==> src/hw/harness_defines.svh <==
`ifndef HARNESS_DEFINES_SVH
`define HARNESS_DEFINES_SVH

//////////////////////////////////////////////////////////////
// Strobe dividers
//////////////////////////////////////////////////////////////

// Clock cycles between two input samples
`define SAMPLE_DIV 4

// Ratio between neighbouring tick rates
`define DECADE_DIV 10

//////////////////////////////////////////////////////////////
// Display
//////////////////////////////////////////////////////////////

// Cycles each digit stays lit
`define SCAN_DIV 8
`define NUM_DIGITS 8

`endif

==> src/hw/displayPkg.sv <==
`default_nettype none
`include "harness_defines.svh"

package displayPkg;

   // Active low, dp in bit 7 and segments g..a below it
   typedef logic [7:0] segPattern_t;

   typedef logic [$clog2(`NUM_DIGITS)-1:0] digitIndex_t;

   // Active low, one bit per digit
   typedef logic [`NUM_DIGITS-1:0] anodeVec_t;

   // Hex font, dp kept dark
   function automatic segPattern_t hexFont(input logic [3:0] nibble);
      case (nibble)
         4'h0: return 8'hC0;
         4'h1: return 8'hF9;
         4'h2: return 8'hA4;
         4'h3: return 8'hB0;
         4'h4: return 8'h99;
         4'h5: return 8'h92;
         4'h6: return 8'h82;
         4'h7: return 8'hF8;
         4'h8: return 8'h80;
         4'h9: return 8'h90;
         4'hA: return 8'h88;
         4'hB: return 8'h83;
         4'hC: return 8'hC6;
         4'hD: return 8'hA1;
         4'hE: return 8'h86;
         default: return 8'h8E;
      endcase
   endfunction

endpackage

`default_nettype wire

==> src/hw/harnessPkg.sv <==
`default_nettype none

package harnessPkg;

   // Button levels and switches as taken on the sample strobe
   typedef struct packed {
      logic        btnC;
      logic        btnU;
      logic        btnD;
      logic        btnL;
      logic        btnR;
      logic [15:0] sw;
   } probeInputs_t;

   // One-cycle rising-edge pulses
   typedef struct packed {
      logic center;
      logic up;
      logic down;
      logic left;
      logic right;
   } buttonEdges_t;

   // Codes 4 to 15 fall back to the manual tick
   typedef enum logic [3:0] {
      rateEvery    = 4'd0,
      rateDiv10    = 4'd1,
      rateDiv100   = 4'd2,
      rateDiv1000  = 4'd3
   } rateCode_t;

   typedef enum logic [3:0] {
      srcCount     = 4'd0,
      srcWrap      = 4'd1,
      srcReload    = 4'd2,
      srcSwitches  = 4'd3,
      srcButtons   = 4'd4,
      srcStatus    = 4'd5,
      srcCycles    = 4'd6
   } probeSource_t;

   typedef struct packed {
      logic [31:0] count;
      logic [31:0] wrapCount;
      logic [31:0] reloadValue;
      logic        reloadPulse;
      logic        irqFlag;
   } timerStatus_t;

endpackage

`default_nettype wire

==> src/hw/debugTop.sv <==
`timescale 1ns/1ps
`default_nettype none

module debugTop
(
   input  wire logic               selected_clk,
   input  wire logic               res,
   input  wire logic               btnC,
   input  wire logic               btnU,
   input  wire logic               btnD,
   input  wire logic               btnL,
   input  wire logic               btnR,
   input  wire logic [15:0]        sw,
   output logic [15:0]             leds,
   output displayPkg::segPattern_t seg,
   output displayPkg::anodeVec_t   an
);
   import harnessPkg::*;

   probeInputs_t sample;
   buttonEdges_t edges;
   rateCode_t    rate;
   probeSource_t source;
   timerStatus_t status;
   logic         tick;
   logic [31:0]  probeWord;

   inputSampler sampler
   (
      .selected_clk (selected_clk),
      .res          (res),
      .btnC         (btnC),
      .btnU         (btnU),
      .btnD         (btnD),
      .btnL         (btnL),
      .btnR         (btnR),
      .sw           (sw),
      .sample       (sample),
      .edges        (edges)
   );

   tickGen ticker
   (
      .selected_clk (selected_clk),
      .res          (res),
      .rate         (rate),
      .manualTick   (edges.center),
      .tick         (tick)
   );

   // Up button loads the reload value from the low switches
   intervalTimer timer
   (
      .selected_clk (selected_clk),
      .res          (res),
      .tick         (tick),
      .clear        (edges.down),
      .load         (edges.up),
      .loadValue    ({20'd0, sample.sw[11:0]}),
      .status       (status)
   );

   probeConfig probeCfg
   (
      .selected_clk (selected_clk),
      .res          (res),
      .sample       (sample),
      .edges        (edges),
      .status       (status),
      .rate         (rate),
      .source       (source),
      .probeWord    (probeWord)
   );

   segDisplay display
   (
      .selected_clk (selected_clk),
      .res          (res),
      .word         (probeWord),
      .seg          (seg),
      .an           (an)
   );

   assign leds = {rate, source, status.irqFlag, status.reloadPulse, status.count[5:0]};

endmodule

`default_nettype wire

==> src/hw/inputSampler.sv <==
`timescale 1ns/1ps
`default_nettype none
`include "harness_defines.svh"

module inputSampler
(
   input  wire logic                selected_clk,
   input  wire logic                res,
   input  wire logic                btnC,
   input  wire logic                btnU,
   input  wire logic                btnD,
   input  wire logic                btnL,
   input  wire logic                btnR,
   input  wire logic [15:0]         sw,
   output harnessPkg::probeInputs_t sample,
   output harnessPkg::buttonEdges_t edges
);
   import harnessPkg::*;

   localparam int divWidth = ($clog2(`SAMPLE_DIV) > 0) ? $clog2(`SAMPLE_DIV) : 1;

   logic [divWidth-1:0] divCount;
   logic                sampleStrobe;
   logic                sampleFresh;
   probeInputs_t        prevSample;

   assign sampleStrobe = (divCount == divWidth'(`SAMPLE_DIV - 1));

   always_ff @(posedge selected_clk or posedge res)
   begin
      if (res)
         divCount <= '0;
      else if (sampleStrobe)
         divCount <= '0;
      else
         divCount <= divCount + 1'b1;
   end

   // Sample, previous sample and edge pulses
   always_ff @(posedge selected_clk or posedge res)
   begin
      if (res)
      begin
         sample      <= '0;
         prevSample  <= '0;
         sampleFresh <= 1'b0;
         edges       <= '0;
      end
      else
      begin
         sampleFresh <= sampleStrobe;
         if (sampleStrobe)
         begin
            prevSample <= sample;
            sample     <= {btnC, btnU, btnD, btnL, btnR, sw};
         end
         if (sampleFresh)
         begin
            edges.center <= sample.btnC & ~prevSample.btnC;
            edges.up     <= sample.btnU & ~prevSample.btnU;
            edges.down   <= sample.btnD & ~prevSample.btnD;
            edges.left   <= sample.btnL & ~prevSample.btnL;
            edges.right  <= sample.btnR & ~prevSample.btnR;
         end
         else
            edges <= '0;
      end
   end

   // Every pulse drops after one cycle
   edgeSinglePulse: assert property (@(posedge selected_clk) disable iff (res)
      (edges != '0) |=> (edges == '0))
      else $error("inputSampler: edge pulse held for two cycles");

endmodule

`default_nettype wire

==> src/hw/intervalTimer.sv <==
`timescale 1ns/1ps
`default_nettype none

module intervalTimer
(
   input  wire logic                selected_clk,
   input  wire logic                res,
   input  wire logic                tick,
   input  wire logic                clear,
   input  wire logic                load,
   input  wire logic [31:0]         loadValue,
   output harnessPkg::timerStatus_t status
);
   import harnessPkg::*;

   logic [31:0] count;
   logic [31:0] wrapCount;
   logic [31:0] reloadValue;
   logic        reloadPulse;
   logic        irqFlag;
   logic        atReload;

   assign atReload = (count == reloadValue);

   always_ff @(posedge selected_clk or posedge res)
   begin
      if (res)
         reloadValue <= '0;
      else if (load)
         reloadValue <= loadValue;
   end

   //////////////////////////////////////////////////////////////
   // Count, wrap and interrupt
   //////////////////////////////////////////////////////////////
   always_ff @(posedge selected_clk or posedge res)
   begin
      if (res)
      begin
         count       <= '0;
         wrapCount   <= '0;
         reloadPulse <= 1'b0;
         irqFlag     <= 1'b0;
      end
      else
      begin
         reloadPulse <= 1'b0;
         // Clear wins over a tick
         if (clear)
         begin
            count     <= '0;
            wrapCount <= '0;
            irqFlag   <= 1'b0;
         end
         else if (tick)
         begin
            if (atReload)
            begin
               count       <= '0;
               wrapCount   <= wrapCount + 1'b1;
               reloadPulse <= 1'b1;
               irqFlag     <= 1'b1;
            end
            else
               count <= count + 1'b1;
         end
      end
   end

   assign status = '{count: count, wrapCount: wrapCount, reloadValue: reloadValue,
                     reloadPulse: reloadPulse, irqFlag: irqFlag};

   // A tick from inside the range stays inside it
   countInRange: assert property (@(posedge selected_clk) disable iff (res)
      (tick && !clear && !load && count <= reloadValue) |=> (count <= reloadValue))
      else $error("intervalTimer: count passed the reload value");

endmodule

`default_nettype wire

==> src/hw/probeConfig.sv <==
`timescale 1ns/1ps
`default_nettype none

module probeConfig
(
   input  wire logic                     selected_clk,
   input  wire logic                     res,
   input  wire harnessPkg::probeInputs_t sample,
   input  wire harnessPkg::buttonEdges_t edges,
   input  wire harnessPkg::timerStatus_t status,
   output harnessPkg::rateCode_t         rate,
   output harnessPkg::probeSource_t      source,
   output logic [31:0]                   probeWord
);
   import harnessPkg::*;

   logic [31:0] cycleCount;

   // Configuration from the sampled switches
   always_ff @(posedge selected_clk or posedge res)
   begin
      if (res)
      begin
         rate       <= rateEvery;
         source     <= srcCount;
         cycleCount <= '0;
      end
      else
      begin
         cycleCount <= cycleCount + 1'b1;
         if (edges.right)
            rate <= rateCode_t'(sample.sw[15:12]);
         if (edges.left)
            source <= probeSource_t'(sample.sw[7:4]);
      end
   end

   always_comb
   begin
      case (source)
         srcCount:    probeWord = status.count;
         srcWrap:     probeWord = status.wrapCount;
         srcReload:   probeWord = status.reloadValue;
         srcSwitches: probeWord = {16'd0, sample.sw};
         // buttons keep their place in the sample
         srcButtons:  probeWord = {11'd0, sample.btnC, sample.btnU, sample.btnD,
                                   sample.btnL, sample.btnR, 16'd0};
         srcStatus:   probeWord = {30'd0, status.irqFlag, status.reloadPulse};
         srcCycles:   probeWord = cycleCount;
         default:     probeWord = '0;
      endcase
   end

endmodule

`default_nettype wire

==> src/hw/segDisplay.sv <==
`timescale 1ns/1ps
`default_nettype none
`include "harness_defines.svh"

module segDisplay
(
   input  wire logic             selected_clk,
   input  wire logic             res,
   input  wire logic [31:0]      word,
   output displayPkg::segPattern_t seg,
   output displayPkg::anodeVec_t   an
);
   import displayPkg::*;

   localparam int scanWidth = ($clog2(`SCAN_DIV) > 0) ? $clog2(`SCAN_DIV) : 1;

   logic [scanWidth-1:0] scanCount;
   logic                 scanStep;
   digitIndex_t          digitIdx;
   logic [3:0]           nibble;

   assign scanStep = (scanCount == scanWidth'(`SCAN_DIV - 1));

   //////////////////////////////////////////////////////////////
   // Scan timing
   //////////////////////////////////////////////////////////////
   always_ff @(posedge selected_clk or posedge res)
   begin
      if (res)
      begin
         scanCount <= '0;
         digitIdx  <= '0;
      end
      else
      begin
         if (scanStep)
         begin
            scanCount <= '0;
            if (digitIdx == digitIndex_t'(`NUM_DIGITS - 1))
               digitIdx <= '0;
            else
               digitIdx <= digitIdx + 1'b1;
         end
         else
            scanCount <= scanCount + 1'b1;
      end
   end

   //////////////////////////////////////////////////////////////
   // Digit decode
   //////////////////////////////////////////////////////////////

   // Digit 0 is the low nibble
   assign nibble = word[digitIdx*4 +: 4];
   assign seg    = hexFont(nibble);

   always_comb
   begin
      an           = '1;
      an[digitIdx] = 1'b0;
   end

endmodule

`default_nettype wire

==> src/hw/tickGen.sv <==
`timescale 1ns/1ps
`default_nettype none
`include "harness_defines.svh"

module tickGen
(
   input  wire logic                selected_clk,
   input  wire logic                res,
   input  wire harnessPkg::rateCode_t rate,
   input  wire logic                manualTick,
   output logic                     tick
);
   import harnessPkg::*;

   localparam int decWidth = $clog2(`DECADE_DIV);
   localparam logic [decWidth-1:0] decLast = decWidth'(`DECADE_DIV - 1);

   logic [decWidth-1:0] dec0;
   logic [decWidth-1:0] dec1;
   logic [decWidth-1:0] dec2;
   logic                strobe10;
   logic                strobe100;
   logic                strobe1000;
   logic                rawTick;
   logic                rateChanged;
   rateCode_t           prevRate;

   assign strobe10    = (dec0 == decLast);
   assign strobe100   = strobe10 && (dec1 == decLast);
   assign strobe1000  = strobe100 && (dec2 == decLast);
   assign rateChanged = (rate != prevRate);

   //////////////////////////////////////////////////////////////
   // Decade chain, restarted on a rate change
   //////////////////////////////////////////////////////////////
   always_ff @(posedge selected_clk or posedge res)
   begin
      if (res)
      begin
         dec0     <= '0;
         dec1     <= '0;
         dec2     <= '0;
         prevRate <= rateEvery;
      end
      else
      begin
         prevRate <= rate;
         if (rateChanged)
         begin
            dec0 <= '0;
            dec1 <= '0;
            dec2 <= '0;
         end
         else
         begin
            dec0 <= strobe10 ? '0 : dec0 + 1'b1;
            if (strobe10)
               dec1 <= strobe100 ? '0 : dec1 + 1'b1;
            if (strobe100)
               dec2 <= strobe1000 ? '0 : dec2 + 1'b1;
         end
      end
   end

   always_comb
   begin
      case (rate)
         rateEvery:   rawTick = 1'b1;
         rateDiv10:   rawTick = strobe10;
         rateDiv100:  rawTick = strobe100;
         rateDiv1000: rawTick = strobe1000;
         default:     rawTick = manualTick;
      endcase
   end

   // Held off while the chain restarts
   assign tick = rawTick & ~rateChanged;

endmodule

`default_nettype wire

==> config.mk <==
export PLATFORM = sky130hd
export DESIGN_NAME = debugTop
export DESIGN_NICKNAME = d
export VERILOG_FILES = /design/src/hw/displayPkg.sv /design/src/hw/harnessPkg.sv /design/src/hw/debugTop.sv /design/src/hw/inputSampler.sv /design/src/hw/intervalTimer.sv /design/src/hw/probeConfig.sv /design/src/hw/segDisplay.sv /design/src/hw/tickGen.sv
export VERILOG_INCLUDE_DIRS = /design/src /design/src/hw
export SDC_FILE = /design/constraint.sdc
export NUM_CORES = 1
export LEC_CHECK = 0
export BUFFER_PORTS_ARGS = -buffer_cell sky130_fd_sc_hd__buf_2
export CORE_MARGIN = 2
export CORE_UTILIZATION = 56
export DETAILED_ROUTE_END_ITERATION = 7
export MAX_ROUTING_LAYER = met4
export PLACE_DENSITY_LB_ADDON = 0.2
export SLEW_MARGIN = 30
export SYNTH_ARGS = -nofsm -noshare
export SYNTH_HDL_FRONTEND = slang
export SYNTH_SLANG_ARGS = --single-unit
==> constraint.sdc <==
create_clock -name selected_clk -period 6.14 [get_ports selected_clk]
set_input_delay 1.228 -clock selected_clk [delete_from_list [all_inputs] [get_ports selected_clk]]
set_output_delay 1.228 -clock selected_clk [all_outputs]
set_load 0.01 [all_outputs]
[Word level (Yosys, flattened, before mapping)]
Memory sizes are Yosys's and may differ from the RTL's.
Cells that the tools add are included.
Operators by class
  add/sub/neg operators: 9
  $lt $le $gt $ge: 2
  equality and inequality tests: 17
  shifts and indexed selects: 1
  multiplexer cells: 28
  bitwise operators: 13
  reduce and logical (&&, ||, !) cells: 10
Operators by type and width (count)
  case mux 32 bit (7 select lines): 1
  2-to-1 mux 32 bit: 6
  adder 32 x 1 -> 32 bit, second input constant: 3
  equality test 32 x 12 -> 1 bit: 1
  2-to-1 mux 4 bit: 8
  indexed part select 32 x 6 -> 4 bit: 1
  equality test 4 x 2 -> 1 bit, second input constant: 4
  adder 4 x 1 -> 4 bit, second input constant: 3
  equality test 4 x 3 -> 1 bit, second input constant: 3
  equality test 4 bit, second input constant: 3
  equality test 4 x 1 -> 1 bit, second input constant: 2
  logical NOT 4 bit: 2
  NOT 8 bit: 1
  nonzero test 2 bit: 4
  2-to-1 mux 1 bit: 7
  adder 3 x 1 -> 3 bit, second input constant: 2
  AND 1 bit: 6
  equality test 3 bit, second input constant: 2
  2-to-1 mux 3 bit: 2
  NOT 1 bit: 6
  2-to-1 mux 5 bit: 1
  < comparator 3 x 4 -> 1 bit, second input constant: 1
  inequality test 4 bit: 1
  case mux 1 bit (4 select lines): 1
  7 further kinds: 9
Storage, ports and cells
  register bits: 174
  ROM bits: 112
  bits of input ports: 23
  logic and storage cells: 113
  memories: 1
Memory list
  (name not given): words 16, bits a word 7, rd ports 1, clocked after Yosys merged registers in 0, wr ports 0, line displayPkg.sv:16  | case (nibble)

[Longest topological paths before layout]
Gate-level depths: netlist (run 1).
  word-level depth: 7
  mapped depth: 13
  gate-level depth less buffers: 10

[Hierarchy]
Synthesis (run 1) repeated with hierarchy kept, for this count alone.
Second synthesis, totals
  cell total of the unflattened synthesis: 973
  area total of the unflattened synthesis: 10626.4 µm²
Modules (own cells, without submodules)
  intervalTimer: times used 1, cells an instance 462, area an instance 4854.7 µm²
  probeConfig: times used 1, cells an instance 272, area an instance 2772.7 µm²
  inputSampler: times used 1, cells an instance 72, area an instance 1342.5 µm²
  tickGen: times used 1, cells an instance 79, area an instance 829.5 µm²
  segDisplay: times used 1, cells an instance 87, area an instance 823.3 µm²
  debugTop: times used 1, cells an instance 1, area an instance 3.8 µm²

[Least setup slack after synthesis (run 1)]
No wires, ideal clock.
  path type: reg-to-output
  start: register probeCfg.source[1]
  end: output seg[4]
  data arrival time: 2745 ps
  data required time: 4912 ps
  setup slack: 2167 ps
  stages on the path, launching flop included: 14
  buffers on the path: 3
  path through: dfrtp_1 > buf_4 > nor4bb_4 > buf_6 > buf_6 > a222oi_1 > nand2_1 > o211ai_1 > o21ai_1 > mux2i_1 > inv_1 > ha_1 > and2_1 > o32ai_1
On the way
  longest elaborated chain between the ends: 4
  elaborated cells on any way between the ends: 10
Ends and longest elaborated chain
  from (decl): line probeConfig.sv:12  | output harnessPkg::probeSource_t source,
  from (signal assigned): line probeConfig.sv:25  | source <= srcCount;
  from (signal assigned): line probeConfig.sv:34  | source <= probeSource_t'(sample.sw[7:4]);
  equality test 4 x 3 -> 1 bit, or another cell as far along: line probeConfig.sv:40  | case (source)
  case mux 32 bit (7 select lines) (*): line probeConfig.sv:40
  indexed part select 32 x 6 -> 4 bit (*): line segDisplay.sv:54  | assign nibble = word[digitIdx*4 +: 4];
  memory read (16 x 7 bit) (*)
  to (decl): line debugTop.sv:15  | output displayPkg::segPattern_t seg,
Mark *: on every way between the ends. The rest lies on a longest branch, timed or not.

[Final worst setup path (run 1)]
  start: register probeCfg.source[0]
  end: output seg[1]
The elaborated chain is that of the path after synthesis.

==> results.cfg, run 1 <==
[cts]
clkSlewWorstSetupHoldPaths_ns = 0.07
largest_buffer_count_on_any_clock_path = 2
clock_sink_count = 174
tritoncts = built
htree_levels = 4
clock_latency_on_the_worst_skew_pair_ns = 0.44
postCtsSetupBuffers = 0
postCtsHoldBufs = 0
cts_made_buffers = 17
cts-root-buf = clkbuf_16
post_cts_resized = 0

[setup_path]
critical-path-top-cell-by-count = inv_1
crit_path_max_fanout = 19
cp_num_cells = 12
crit_path_top_delay_cell = nor4b_4
critPathCaptureType = output pin
start_kind = flop
slowest_delay_ns = 0.92
bufs_and_invs_on_worst_path = 4
crit_type = flop to output pin
path_delay_family = simple AND/OR/NAND/NOR gates
cells_traversed_along_the_worst_timing_path = nor4b_4 -> buf_4 -> a22oi_1 -> a31oi_1 -> a211oi_1 -> nand3_1 -> inv_1 -> ha_1 -> inv_1 -> nor3b_1 -> a311o_1 -> buf_2
worst-endpoint-required_ns = 4.91
timing.critical_path.arrival_ns = 4.09
worst_r2r_path_cells = 7

[floorplanning]
floorplan.rows = 47
placeableCoreArea_um2 = 16600
die-area_um2 = 18000
top_level_ports = 55
die_h_um = 134
initial_utilization_pct = 57.3
die_x_um = 134

[timing]
tns_ns = 0
final_critical_path_setup_slack_ns = 0.824
finalSetupViolations = 0
worst_slew_margin_rel_pct = 34.3
fin_crit_ns = 5.32
timing.final.hold_violations = 0
worst_clock_skew_ns = 0.0117
rsz0062_at_grt = no
fmax_mhz = 188
post_route_clock_period_utilization_pct = 86.6
tightestPinTransition_ns = 0.982
slew_viol_final = 0

[pwr]
worst_ir_drop_vdd_uv = 255
leakagePower_nw = 4.37
cellPowerDensity_nw_per_um2 = 250

[synthesis]
ys_async_sr_fraction_pct = 100
ys_top_cells_by_count = dfrtp_1, nand2_1, nor2_1, mux2_2, nand3_1
netlist.area_leader.share_pct = 45.8
netlist_area_um2 = 9510
synth_top_area_cell = dfrtp_1
syn_nets = 994
synth_cell_types = 75
avgSynthCellArea_um2 = 10.0
number_of_synthesized_flops_with_an_enable_pin = 0
synth-seq-cells = 174
synth_most_common_cell = dfrtp_1
synth.area.top_cells = dfrtp_1, mux2_2, xnor2_1
yosys_warnings = 0
ys.flop_type = dfrtp_1
sequential_cell_area_fraction_in_the_yosys_report_pct = 45.8
synthCells = 951

[global_route]
global_route.usage.total_pct = 28.8
first_global_vias = 7150
antenna_found_initial = 0
grt_first_pass_wirelength_mm = 39.0
grt_max_degree = 91
grt_overflow = 0

[cells_and_area]
fin_nets = 1022
areaGrowthSynthToFinish_pct = 9.86
insertedDiodeCount = 0
final_layout_size_suffix_gt1_share_pct = 17.3
post-route-util_pct = 63.0
fillCellCount = 1388

[route]
drt_drc_violations_left = 0
detail_route_antenna_nets = 0
postRouteWirelength_mm = 23.9
drt_pass1_iterations = 8
dr.first_iter.drc_count = 794
total_number_of_vias = 7446
vias_per_cell = 6.14
routed_wire_length_per_instance_um = 19.7

[job]
drv.max_cap_violation_count = 0

[hold_path]
hp-class = flop to flop
min_path_cells = 1

[placed_design]
dp_hpwl_mm = 17.3
globalplace.congestion = 0.984
port-buffer-count = 53
preCtsSetupSlack_ns = 1.38

[run_status]
result_of_the_run = completed
## report_power, final
part	switching, mW	leakage (nW)	internal (mW)
clock network	0.502	0.288	0.588
registers	0.0924	2.27	1.19
logic	0.138	1.81	0.102
## worst paths after layout
kind                                  endpoint                   start  slack (ns)
max in group asynchronous  display.digitIdx[0]                     res        4.00
min                           sampler.edges[4]  sampler.prevSample[20]        0.41
max reg2reg                timer.wrapCount[31]          timer.count[5]        2.90
max                                     seg[1]      probeCfg.source[0]        0.82
min reg2reg                   sampler.edges[4]  sampler.prevSample[20]        0.41
min in group asynchronous    sampler.sample[4]                     res        0.93
## logic make-up after synthesis
kind of cell    share of synthesized area, %
compound gates                          12.1
buf+inv                                 4.26
flops                                   45.8
mux                                     6.86
xor+xnor                                7.00
fa+ha+maj                               2.63
other cells                           0.0395
simple gates                            21.3
## routing by layer
layer / GRT usage (%) / vias up / share of wire, %
met5: - / - / 0
met2: 42.0 / 278 / 45
met4: 11.1 / 0 / 3.7
met3: 6.92 / 64 / 7.1
li1: - / 3468 / -
met1: 39.1 / 3636 / 44
## area by class of cell
cell class / count / area (um2) / share of cell area (%)
Sequential cell: 174 / 4360 / 41.7
Clock buffer: 19 / 443 / 4.24
Clock inverter: 13 / 149 / 1.43
Inverter: 30 / 118 / 1.13
Timing Repair Buffer: 63 / 340 / 3.26
Multi-Input combinational cell: 693 / 4760 / 45.6
Tap cell: 220 / 275 / 2.64
## state kept, by name (all words and copies together), names as in the netlist
register             cells
probeCfg.cycleCount     32
timer.count             32
timer.wrapCount         32
sampler.sample          21
timer.reloadValue       12
sampler.edges            5
sampler.prevSample       5
probeCfg.rate            4
probeCfg.source          4
ticker.dec0              4
ticker.dec1              4
ticker.dec2              4
ticker.prevRate          4
display.digitIdx         3
display.scanCount        3
sampler.divCount         2
sampler.sampleFresh      1
timer.irqFlag            1
timer.reloadPulse        1
## metrics by stage
stage	hold slack [ns]	area (um2)	std cells	power, mW
global placement	0.406	9840	1180	1.53
detailed placement	0.407	9850	1180	1.54
global route	0.428	10400	1212	2.71
floorplan	0.397	9510	951	1.46
CTS	0.416	10400	1212	2.62
finish	0.412	10400	1212	2.61
## layout by cell type, fill, tap and decap left out, types with 19 or more instances in the layout
cell,n
ha_1,19
nand3_1,45
and3_1,22
a22oi_1,39
dfrtp_1,173
o21ai_0,40
mux2_2,49
or3_1,22
nor2_1,66
xnor2_1,44
xor2_1,32
nand2_1,86
nand4_1,20
buf_2,53
a21oi_1,38
inv_1,28
(Power assumes the default switching activity.)
==> inputs of run 2 (changes only) <==
==> constraint.sdc (replaced) <==
create_clock -name selected_clk -period 6.14 [get_ports selected_clk]
set_input_delay 0.307 -clock selected_clk [delete_from_list [all_inputs] [get_ports selected_clk]]
set_output_delay 0.307 -clock selected_clk [all_outputs]
set_load 0.01 [all_outputs]
==> run 2 against run 1 <==
Compared with the run above:
- the flow now finishes with violations (negative hold slack)
- clock-buffer cell count down 2
- maximum frequency is 20% higher
- routed wire length rose by 0.78%
- non-clock buffer count down 1
- flip-flop and latch count did not move
- final cell count barely moved
- sequential power about the same
- clock skew down 0.00079 ns
- largest power group unchanged
==> results.cfg, run 2 (same netlist as run 1, synthesis figures left out) <==
[floorplanning]
top_level_ports = 55
placeableCoreArea_um2 = 16600
die-area_um2 = 18000
initial_utilization_pct = 57.3
floorplan.rows = 47
die_h_um = 134
die_x_um = 134

[pwr]
power.combinational.fraction_pct = 9.0
swShare_pct = 27.7
cellPowerDensity_nw_per_um2 = 252
leakagePower_nw = 4.37
seq_power_share_pct = 48.6
cell_internal_power_dissipation_mw = 1.91
total_switching_power_mw = 0.732
worst_ir_drop_vdd_uv = 215
power.share.clock_pct = 42.4

[global_route]
global_route.usage.total_pct = 29.1
antenna_found_initial = 0
grt_first_pass_wirelength_mm = 39.2
first_global_vias = 7227
grt_max_degree = 111
grt_overflow = 0

[cts]
post_cts_resized = 0
clkSlewWorstSetupHoldPaths_ns = 0.07
cts_made_buffers = 17
largest_buffer_count_on_any_clock_path = 2
clock_sink_count = 174
postCtsHoldBufs = 0
cts-root-buf = clkbuf_16
htree_levels = 4
tritoncts = built
postCtsSetupBuffers = 0
clock_latency_on_the_worst_skew_pair_ns = 0.44

[timing]
tns_ns = 0
worst_slew_margin_rel_pct = 40.2
post_route_clock_period_utilization_pct = 72.2
whs_ns = -0.0511
fmax_mhz = 226
finalSetupViolations = 0
timing.final.hold_violations = 14
fin_crit_ns = 4.43
tightestPinTransition_ns = 0.896
rsz0062_at_grt = no
worst_clock_skew_ns = 0.0109
slew_viol_final = 0

[route]
route.met2.wl_mm = 11.3
routed_length_on_met1_mm = 10.5
detail_route_antenna_nets = 0
dr.first_iter.drc_count = 760
vias_per_cell = 6.15
topmost_layer_with_routed_signal_wires = met4
drt_drc_violations_left = 0
postRouteWirelength_mm = 24.1
dr_wl_met3_mm = 1.72
drt_pass1_iterations = 6
routed_wire_length_per_instance_um = 19.9
total_number_of_vias = 7453

[setup_path]
crit_path_max_fanout = 18
crit_type = flop to output pin
timing.critical_path.arrival_ns = 4.12
critPathCaptureType = output pin
start_kind = flop
worst-endpoint-required_ns = 5.83
worst_r2r_path_cells = 9

[cells_and_area]
final_common_cell = dfrtp_1
final_cell_mix = dfrtp_1, nand2_1, nor2_1, buf_2, mux2_2
final_layout_size_suffix_gt1_share_pct = 17.4
insertedDiodeCount = 0
finalNonFillerCells = 1211
largest_registers = probeCfg.cycleCount x32, timer.count x32, timer.wrapCount x32
fin_nets = 1021
areaGrowthSynthToFinish_pct = 9.96

[run_status]
result_of_the_run = finished, violations left
failed_checks = negative hold slack

[placed_design]
dp_hpwl_mm = 17.2
globalplace.congestion = 0.983
port-buffer-count = 53
placed_cells_incl_taps = 1178

[hold_path]
hp-class = input port to async pin

[job]
drv.max_cap_violation_count = 0
## run 2: cell count changes in the layout (fill, tap and decap cells not counted), sizes merged
cell | previous run | this run
clkbuf | 19 | 17
buf | 63 | 62
bufinv | 1 | 2
clkinvlp | 1 | 2
## run 2: path summary, 6_finish.rpt
check                                       start                      to  slack, ns
max                            probeCfg.source[0]                  seg[1]       1.71
min                                           res  sampler.prevSample[19]      -0.05
max reg2reg                        ticker.dec0[1]     timer.wrapCount[31]       2.91
min reg2reg                sampler.prevSample[19]        sampler.edges[3]       0.42
max in group asynchronous                     res         timer.count[26]       4.89
min in group selected_clk                   sw[3]       sampler.sample[3]       0.09
## run 2: layer usage
layer | global-route usage [%] | vias to the layer above
li1 | - | 3482
met4 | 9.94 | 0
met1 | 39.1 | 3668
met2 | 43.4 | 254
met3 | 7.37 | 49
met5 | - | -
## run 2: power groups by stage
stage / Sequential [mW] / Combinational [mW] / Clock (mW)
after CTS: 1.28 / 0.237 / 1.13
final: 1.28 / 0.238 / 1.12
after global routing: 1.29 / 0.261 / 1.18
after detailed placement: 1.30 / 0.235 / 0
after global placement: 1.30 / 0.231 / 0
after floorplan: 1.26 / 0.199 / 0
## run 2: critical path, cell delays in order (launching register included)
cell and delay, ns:
dfrtp_1 0.81, nor4bb_4 0.94, a22oi_1 0.14, a31oi_1 0.42, a211oi_1 0.10, nand3_1 0.24
inv_1 0.15, ha_1 0.29, inv_1 0.07, nor3b_1 0.05, a311o_1 0.34, buf_2 0.14
## run 2: cell type report
type / count / area, um2
fill: 1385 / 6130
multi-input combinational: 693 / 4760
sequential: 174 / 4360
clock buffer: 17 / 425
timing repair buffer: 62 / 337
tap: 220 / 275
clock inverter: 15 / 178
inverter: 30 / 120
## run 2: through the flow
step                      hold WS [ns]  setup WS [ns]  area [um2]  power [mW]  utilization [%]
after floorplan                  0.397           1.12        9510        1.46                -
after global placement           0.406           2.19        9820        1.53             59.2
after detailed placement         0.419           2.13        9840        1.54             59.3
after CTS                       0.0246           1.63       10400        2.65             63.0
after global routing            0.0474           1.50       10500        2.73             63.0
final                          -0.0511           1.71       10500        2.64             63.0
==> inputs of run 3 (changes only) <==
clock period = 3.6 ns   (was 6.14 ns; I/O delays follow)
==> run 3 against run 2 <==
Compared with the run above:
- the run now ends clean
- via count grew 3.5%
- clock-buffer cell count up 1
- combinational power increased by 110%
- hold slack improved by 0.46 ns
- clock skew is 0.0049 ns higher
- critical path type unchanged
==> results.cfg, run 3 (same netlist as run 1, synthesis figures left out) <==
[route]
dr.first_iter.drc_count = 803
vias_per_cell = 6.13
detail_route_antenna_nets = 0
postRouteWirelength_mm = 25.0
topmost_layer_with_routed_signal_wires = met4
routed_length_on_met1_mm = 11.1
route.met2.wl_mm = 11.6
drt_drc_violations_left = 0
drt_pass1_iterations = 7
dr_wl_met3_mm = 1.62
total_number_of_vias = 7711
routed_wire_length_per_instance_um = 19.9

[setup_path]
path_delay_family = compound AO/OA/AOI/OAI gates
bufs_and_invs_on_worst_path = 3
slowest_delay_ns = 0.52
crit_path_top_delay_cell = dfrtp_2
critPathCaptureType = output pin
timing.critical_path.arrival_ns = 3.29
critical_path.reg2reg.startpoint = timer.count[17]
timing.rr.end = timer.wrapCount[12]
timing.reg2reg.setup_slack_ns = 0.66
start_kind = flop
worst_r2r_path_cells = 7
crit_type = flop to output pin
crit_path_max_fanout = 15
cells_traversed_along_the_worst_timing_path = nor4bb_4 -> buf_4 -> clkbuf_16 -> a222oi_1 -> nand3_1 -> a311oi_2 -> o21ai_4 -> nor3b_1 -> a311o_1 -> buf_2
worst-endpoint-required_ns = 3.42

[hold_path]
hp-class = input port to async pin

[cells_and_area]
final_common_cell = dfrtp_1
insertedDiodeCount = 0
areaGrowthSynthToFinish_pct = 15.7
final_cell_mix = dfrtp_1, nand2_1, nor2_1, buf_2, mux2_2
fin_nets = 1068
largest_registers = probeCfg.cycleCount x32, timer.count x32, timer.wrapCount x32
final_layout_size_suffix_gt1_share_pct = 19.9

[floorplanning]
die_x_um = 134
initial_utilization_pct = 57.3
floorplan.rows = 47
placeableCoreArea_um2 = 16600
die_h_um = 134
die-area_um2 = 18000
top_level_ports = 55

[timing]
tightestPinTransition_ns = 0.788
worst_clock_skew_ns = 0.0159
worst_slew_margin_rel_pct = 47.5
fin_crit_ns = 3.47
fmax_mhz = 288
timing.final.hold_violations = 0
post_route_clock_period_utilization_pct = 96.4
slew_viol_final = 0
final_critical_path_setup_slack_ns = 0.130
finalSetupViolations = 0

[placed_design]
dp_hpwl_mm = 17.7
globalplace.congestion = 0.976
port-buffer-count = 53
preCtsSetupSlack_ns = 0.253

[global_route]
grt_max_degree = 101
grt_overflow = 0
antenna_found_initial = 0
grt_first_pass_wirelength_mm = 40.3
first_global_vias = 7322
global_route.usage.total_pct = 29.9

[cts]
cts_made_buffers = 17
htree_levels = 4
clock_sink_count = 174
tritoncts = built
largest_buffer_count_on_any_clock_path = 2
cts-root-buf = clkbuf_16
clkSlewWorstSetupHoldPaths_ns = 0.07
clock_latency_on_the_worst_skew_pair_ns = 0.44

[pwr]
seq_power_share_pct = 48.1
cellPowerDensity_nw_per_um2 = 410
total_switching_power_mw = 1.25
design_power_mw = 4.51
leakagePower_nw = 4.63
cell_internal_power_dissipation_mw = 3.26
worst_ir_drop_vdd_uv = 461
power.combinational.fraction_pct = 11.0
power.share.clock_pct = 41.0
swShare_pct = 27.7

[job]
drv.max_cap_violation_count = 0

[run_status]
result_of_the_run = completed
==> run 3: what timing repair did <==
item                                    4_1_cts  5_1_grt
resized for setup                             4       12
pin swaps                                     0        5
endpoints found under the setup margin        6        6
endpoints found under the hold margin       195        0
buffers inserted                              0       10
hold buffers                                 22        0
gates cloned                                  0        3
==> run 3: stage by stage <==
step / utilization [%] / cell area, um2 / setup TNS [ns] / hold slack, ns / cells
after CTS: 65.1 / 10800 / 0 / 0.423 / 1245
after global routing: 66.3 / 11000 / -0.00351 / 0.438 / 1258
after detailed placement: 60.2 / 9980 / 0 / 0.354 / 1191
final: 66.3 / 11000 / 0 / 0.409 / 1258
after global placement: 60.2 / 9980 / 0 / 0.357 / 1191
after floorplan: - / 9510 / 0 / 0.332 / 951
==> run 3: final cells by class <==
cell class	instances	area [um2]
fillers	1319	5580
multi-input cells	693	4800
flip-flops and latches	174	4360
repair buffers	109	863
clock buffers	18	439
well taps	220	275
clock inverters	14	148
inverters	30	116
==> run 3: worst min-delay path, cell delays in order <==
cell and delay (ns):
dlygate4sd3_1 0.53, buf_2 0.13, clkinvlp_4 0.10, buf_12 0.33
==> run 3: power groups by stage <==
stage | sequential (mW) | clock, mW | combinational [mW]
final | 2.17 | 1.85 | 0.496
after global routing | 2.18 | 1.95 | 0.544
after CTS | 2.17 | 1.88 | 0.457
after detailed placement | 2.21 | 0 | 0.436
after global placement | 2.21 | 0 | 0.431
after floorplan | 2.15 | 0 | 0.340
==> run 3: layer usage <==
metal  GRT usage [%]  up-vias
met4            9.82        0
met2            45.7      271
met5               -        -
li1                -     3575
met3            5.52       52
met1            40.5     3813
==> run 3: how the worst max path moves through the flow <==
stage / startpoint / to / slack (ns) / cells past startpoint
after floorplan: probeCfg.source[1] / seg[4] / 0.68 / 13
after global placement: probeCfg.source[0] / seg[6] / 0.37 / 11
after detailed placement: probeCfg.source[0] / seg[4] / 0.25 / 12
after CTS: probeCfg.source[0] / seg[1] / 0.04 / 12
after global routing: probeCfg.source[0] / seg[6] / -0.004 / 12
final: probeCfg.source[1] / seg[1] / 0.13 / 10
